===== src/source/bp_cfg_pkg.sv =====
package bp_cfg_pkg;

    // 2-bit saturating counter.
    // msb set means taken, or prefer gshare in the chooser.
    typedef logic [1:0] ctr2_t;

    // weakly not taken, or weakly prefer bimodal.
    localparam ctr2_t CTR_RESET = 2'b01;

    // saturation limits.
    localparam ctr2_t CTR_MAX = 2'b11;
    localparam ctr2_t CTR_MIN = 2'b00;

    // direction encoded by a counter.
    function automatic logic ctr_dir(input ctr2_t ctr);
        return ctr[1];
    endfunction

endpackage


===== src/source/bp_if_pkg.sv =====
package bp_if_pkg;

    localparam int PC_BITS   = 32;
    localparam int HIST_BITS = 10; // also the gshare index width.

    // fetch side request.
    typedef struct packed {
        logic               valid;
        logic [PC_BITS-1:0] pc;
    } bp_pred_req_t;

    // answer to fetch, one cycle after the request.
    typedef struct packed {
        logic                 valid;
        logic                 taken;
        logic [HIST_BITS-1:0] hist; // history used for this prediction.
    } bp_pred_resp_t;

    // resolved branch from execute.
    typedef struct packed {
        logic                 valid;
        logic [PC_BITS-1:0]   pc;
        logic [HIST_BITS-1:0] hist;  // snapshot returned with the prediction.
        logic                 taken; // resolved outcome.
    } bp_update_t;

endpackage


===== src/source/choice_predictor.sv =====
`timescale 1ns/1ps

module choice_predictor import bp_cfg_pkg::*, bp_if_pkg::*; #(
    parameter int CHOICE_INDEX_BITS = 10
) (
    input  logic                 clk,
    input  logic                 rst_n,

    input  bp_pred_req_t         pred_req,
    input  bp_update_t           upd,

    input  logic                 gshare_taken,
    input  logic                 bimodal_taken,
    input  logic                 gshare_upd_dir,
    input  logic                 bimodal_upd_dir,
    input  logic [HIST_BITS-1:0] pred_hist,

    output bp_pred_resp_t        pred_resp
);

    logic [CHOICE_INDEX_BITS-1:0] pred_index;
    logic [CHOICE_INDEX_BITS-1:0] upd_index;
    ctr2_t                        pred_ctr;
    logic                         disagree;
    logic                         gshare_right;
    logic                         valid_q;
    logic                         use_gshare_q;

    assign pred_index = pred_req.pc[CHOICE_INDEX_BITS+1:2];
    assign upd_index  = upd.pc[CHOICE_INDEX_BITS+1:2];

    // train only when exactly one component was right.
    assign disagree     = gshare_upd_dir != bimodal_upd_dir;
    assign gshare_right = gshare_upd_dir == upd.taken;

    sat_counter_table #(
        .INDEX_BITS (CHOICE_INDEX_BITS)
    ) chooser_inst (
        .clk        (clk),
        .rst_n      (rst_n),
        .rd_a_index (pred_index),
        .rd_b_index (upd_index),
        .rd_a_ctr   (pred_ctr),
        .rd_b_ctr   (),
        .wr_en      (upd.valid && disagree),
        .wr_index   (upd_index),
        .wr_inc     (gshare_right) // up means lean to gshare.
    );

    always_ff @(posedge clk) begin
        if (!rst_n) begin
            valid_q <= 1'b0;
        end else begin
            valid_q <= pred_req.valid;
        end
    end

    always_ff @(posedge clk) begin
        if (pred_req.valid) begin
            use_gshare_q <= ctr_dir(pred_ctr);
        end
    end

    // component outputs are registered in the same cycle as the choice.
    always_comb begin
        pred_resp.valid = valid_q;
        pred_resp.taken = use_gshare_q ? gshare_taken : bimodal_taken;
        pred_resp.hist  = pred_hist;
    end

endmodule


===== src/source/sat_counter_table.sv =====
`timescale 1ns/1ps

module sat_counter_table import bp_cfg_pkg::*; #(
    parameter int INDEX_BITS = 10
) (
    input  logic                  clk,
    input  logic                  rst_n,

    input  logic [INDEX_BITS-1:0] rd_a_index,
    input  logic [INDEX_BITS-1:0] rd_b_index,
    output ctr2_t                 rd_a_ctr,
    output ctr2_t                 rd_b_ctr,

    input  logic                  wr_en,
    input  logic [INDEX_BITS-1:0] wr_index,
    input  logic                  wr_inc
);

    localparam int ENTRIES = 2 ** INDEX_BITS;

    ctr2_t table_q [ENTRIES];
    ctr2_t wr_cur;
    ctr2_t wr_next;

    // both reads see the state before any write at this edge.
    assign rd_a_ctr = table_q[rd_a_index];
    assign rd_b_ctr = table_q[rd_b_index];

    assign wr_cur = table_q[wr_index];

    always_comb begin
        wr_next = wr_cur;
        if (wr_inc) begin
            if (wr_cur != CTR_MAX) begin
                wr_next = wr_cur + 2'd1; // step toward taken.
            end
        end else begin
            if (wr_cur != CTR_MIN) begin
                wr_next = wr_cur - 2'd1; // step toward not taken.
            end
        end
    end

    always_ff @(posedge clk) begin
        if (!rst_n) begin
            for (int i = 0; i < ENTRIES; i++) begin
                table_q[i] <= CTR_RESET;
            end
        end else if (wr_en) begin
            table_q[wr_index] <= wr_next;
        end
    end

endmodule


===== config.mk =====
export PLATFORM = sky130hd
export DESIGN_NAME = choice_predictor
export DESIGN_NICKNAME = d
export VERILOG_FILES = /design/src/source/bp_cfg_pkg.sv /design/src/source/bp_if_pkg.sv /design/src/source/choice_predictor.sv /design/src/source/sat_counter_table.sv
export SDC_FILE = /design/constraint.sdc
export NUM_CORES = 2
export LEC_CHECK = 0
export BUFFER_PORTS_ARGS = -buffer_cell sky130_fd_sc_hd__buf_4
export CAP_MARGIN = 25
export CORE_MARGIN = 3
export CORE_UTILIZATION = 45
export CTS_CLUSTER_DIAMETER = 30
export DETAILED_ROUTE_END_ITERATION = 12
export GPL_ROUTABILITY_DRIVEN = 1
export PLACE_DENSITY_LB_ADDON = 0.12
export SLEW_MARGIN = 20
export SYNTH_ARGS = -nofsm -noshare
export SYNTH_HDL_FRONTEND = slang
export SYNTH_SLANG_ARGS = --single-unit
export TNS_END_PERCENT = 20

===== constraint.sdc =====
create_clock -name clk -period 4.5 [get_ports clk]
set_clock_uncertainty 0.15 [all_clocks]
set_input_delay 0.675 -clock clk [delete_from_list [all_inputs] [get_ports clk]]
set_output_delay 0.675 -clock clk [all_outputs]
set_load 0.005 [all_outputs]

### After elaboration in Yosys (flattened, before gate mapping)

Memory sizes are Yosys's and may differ from the RTL's. A register that Yosys moved wholly into a read port is not among the register bits.
Index checks and enable logic that the tools add are counted.

* bits in registers: 1
* memory bits (writable): 2048
* input port bits: 93
* output and inout bits: 12
* logic and storage cells: 21
* memories: 1

* add/subtract/negate cells: 2
* eq/ne operators: 3
* muxes and demuxes: 11
* reductions and logical operators: 3

Memories
* chooser_inst.table_q: words 1024, bits a word 2, rd ports 2, clocked after Yosys merged registers in 1, write ports 1024, RTL line sat_counter_table.sv:21 `ctr2_t table_q [ENTRIES];`

Operator list (number)
* $mux 10: 1
* $mux 2: 4
* $mux 1: 6
* $add 2x1->2 const B: 1
* $ne 2x2->1 const B: 1
* $reduce_bool 2->1: 1
* $reduce_or 2->1: 1
* $sub 2x1->2 const B: 1
* $eq 1x1->1: 1
* $logic_and 1x1->1: 1
* $ne 1x1->1: 1

### Depth between registers and ports, before layout

* depth in word-level cells: 7
* gate-level depth with buffers: 18
* gate-level depth less buffers: 9

### Cells and area by module

Synthesis repeated with hierarchy kept, for this count alone.

* cell total of the unflattened synthesis: 10949
* area, all modules: 137953.6 um2

Modules (own cells, without submodules)
* sat_counter_table: instances 1, cells each 10931, area each 137779.6 um2, sequential area each 61499.0 um2
* choice_predictor: instances 1, cells each 18, area each 173.9 um2, sequential area each 50.0 um2

### Worst setup path after synthesis

No wires, ideal clock.

* kind: input to register
* start point: in pred_req[2] (netlist bit)
* end point: reg use_gshare_q, read port of chooser_inst.table_q, data pin
* setup time: 258 ps
* arrival time: 3654 ps
* data required time: 4092 ps
* setup slack: 438 ps
* cell stages on the path: 12
* path buffers: 4
* path through: clkbuf_1 buf_2 buf_2 buf_1 mux4_2 mux4_2 a221oi_1 o22ai_1 nor3_1 nor2_1 a211oi_1 nor2_1

RTL lines
* start: declaration: RTL line choice_predictor.sv:9 `input bp_pred_req_t pred_req,`
* end: declaration: RTL line choice_predictor.sv:27 `logic use_gshare_q;`

==> flow_summary.ini <==
[sta]
finalMaxSlewViolations = 0
fin_crit_ps = 4250
fin_ws_ps = 254
tns_ps = 0
fmax_mhz = 236
fin_crit_sh = 0.944
hold_viol = 0
rsz0062_at_grt = no
setup_violations = 0
relSlewSlack = 0.0314
worstMarginPinSlew_ps = 1450
hold_slack_ps = 133

[clock_tree]
cts_resized = 0
clkLatencyLatePin_ps = 1070
cts.reportedPaths.clkPinSlew_ps = 50
cts.sinks = 2050
htreeDepth = 5
cts_tree = yes
clock_path_buffers = 4
cts_made_buffers = 489
cts-root-buf = clkbuf_16

[drt]
vias_per_cell = 7.07
dr.first_iter.drc_count = 15873
postRouteAntennaNets = 0
drc = 0
drtPass1Iterations = 6
wire_per_inst_um = 38.9
drt_wl_total_um = 490000
vias = 89177

[synth]
netlist_instances = 8812
ys_seq_area_frac = 0.565
synth_ff_type = edfxtp_1
postSynthAreaPerCell_um2 = 12.4
synthArstFlopShare = 0
synth_edf_count = 2049
ys_ff_latch = 2050
yosysWarnings = 0
synth_commonest_cells = edfxtp_1, nand3_1, o21ai_0, mux2i_1, clkbuf_1
synthTopCellsByArea = edfxtp_1, mux2i_1, mux4_2, nand3_1, o21ai_0
synth_top_area_cell = edfxtp_1
netlist_area_mm2 = 0.109
synth.most_common_cell = edfxtp_1
synth_top_area_frac = 0.565
synth.net_count = 8905
synth.distinct_cells = 48

[pwr]
vdd_drop_max_uv = 352
p_sw_mw = 16.0
p_seq_frac = 0.337
power.leakage_nw = 44.1
swShare = 0.249
power.total_mw = 64.4
pwr-share-comb = 0.109
power_frac_clock = 0.554
p_int_mw = 48.4
cellPowerDensity_mw_per_mm2 = 477

[finish]
final_nets = 9130
finalNonFillerCells = 12616
final_area_mm2 = 0.135
drive_above_1_share = 0.278
area_delta_synth_final_pct = 24.1
post-route-util = 0.565

[floorplanning]
fp.dieW_um = 498
ioPinCount = 105
rows = 179
coreArea_mm2 = 0.239
start_util = 0.455
die_y_um = 498
die-area_mm2 = 0.248

[place]
pre_cts_slack_ps = -574
place_area_mm2 = 0.118
place_inst = 11708
io_buffers = 30
gp_congestion = 0.956
dp_hpwl_um = 301000

[grt]
grt_overflow = 0
grt_pass1_vias = 85857
grt_pass1_wl_um = 675000
antenna_found_initial = 43
grt_max_degree = 219
grt_util_all_layers = 0.385

[critical_path]
criticalPathCategory = in -> reg
crit_fanout = 38
worst_setup_path_start_kind = input port
cp_data_required_time_ps = 5110
cp-end-kind = flop
reg2reg_setup_slack_ps = 440
arrival_ps = 4850

[job]
maxCapViolCount = 0

[min_path]
hp-class = in -> reg

[run_status]
status = finished, final reports clean
[critical path, stage by stage]
cell       delay [ps]
buf_4             260
buf_4             270
nand4bb_4         340
buf_12            300
o22ai_1           250
nor4_1            110
buf_4             160
a21oi_1           400
nor2_1            100
a21oi_1           530
nor3_1            190
maj3_4            420
buf_12            180
buf_12            210
buf_12            190
nor3_1            180
[sequential cells by signal, indices dropped and copies added, names as in the netlist]
register,cells
use_gshare_q,1
valid_q,1
chooser_inst.table_q,2048
[repair_timing]
item | CTS | global route
setup buffers | 0 | 0
hold buffers | 2 | 0
hold endpoints to repair | 14 | 0
[cells by family after synthesis]
| logic type | Yosys count | synth area share |
|---|---|---|
| simple gates | 2590 | 0.137 |
| xor+xnor | 2 | 0.000161 |
| fa+ha+maj | 2 | 0.000207 |
| compound gates | 1575 | 0.0811 |
| buf+inv | 1260 | 0.0559 |
| mux | 1333 | 0.161 |
| flops | 2050 | 0.565 |
[final timing paths]
path                                           endpoint  cells after the start                                       start
max          chooser_inst.table_q[363][1]$_SDFFCE_PN0P_                     16                                     upd[13]
min          chooser_inst.table_q[609][0]$_SDFFCE_PN1P_                      3                                     upd[13]
max reg2reg  chooser_inst.table_q[363][1]$_SDFFCE_PN0P_                     15  chooser_inst.table_q[657][1]$_SDFFCE_PN0P_
min reg2reg  chooser_inst.table_q[392][1]$_SDFFCE_PN0P_                      8  chooser_inst.table_q[573][0]$_SDFFCE_PN1P_
[routing by layer]
layer  vias up  part of all wire  global-route usage
met1     44988              0.35               0.500
met5         -           0.00028                   0
met3      1668              0.14               0.106
met2      7494              0.43               0.567
li1      35007                 -                   -
met4        20             0.077               0.253
[area by class of cell]
type / instances / area, um2
Antenna cell: 23 / 57.6
Fill cell: 19538 / 104000
Clock inverter: 313 / 3870
Clock buffer: 567 / 12600
Multi-Input combinational cell: 5502 / 42100
Timing Repair Buffer: 994 / 11000
Sequential cell: 2050 / 61500
Tap cell: 3167 / 3960
[power groups by stage]
| stage | Sequential, mW | Clock, mW | Combinational [mW] |
|---|---|---|---|
| after global placement | 22.0 | 0 | 6.74 |
| after floorplan | 21.9 | 0 | 3.99 |
| after global routing | 21.7 | 36.7 | 7.15 |
| final | 21.7 | 35.7 | 7.00 |
| after detailed placement | 22.0 | 0 | 6.78 |
| after CTS | 21.7 | 35.6 | 6.80 |
[layout by cell type (no fill, tap or decap), types with 73 or more instances in the layout]
cell,synthesis,routed
clkinv_2,0,76
buf_12,0,275
clkbuf_16,0,494
nand3_1,1032,1029
clkinv_1,0,74
mux2i_1,996,996
nand2_1,192,135
bufinv_16,0,83
mux4_2,336,336
nor2_1,162,113
o22ai_1,407,407
nor3_1,644,633
clkbuf_1,775,73
buf_4,56,710
edfxtp_1,2049,2049
o21ai_0,1016,1016
nor3_2,402,413
Note: power is estimated with default switching activity, not from simulation.
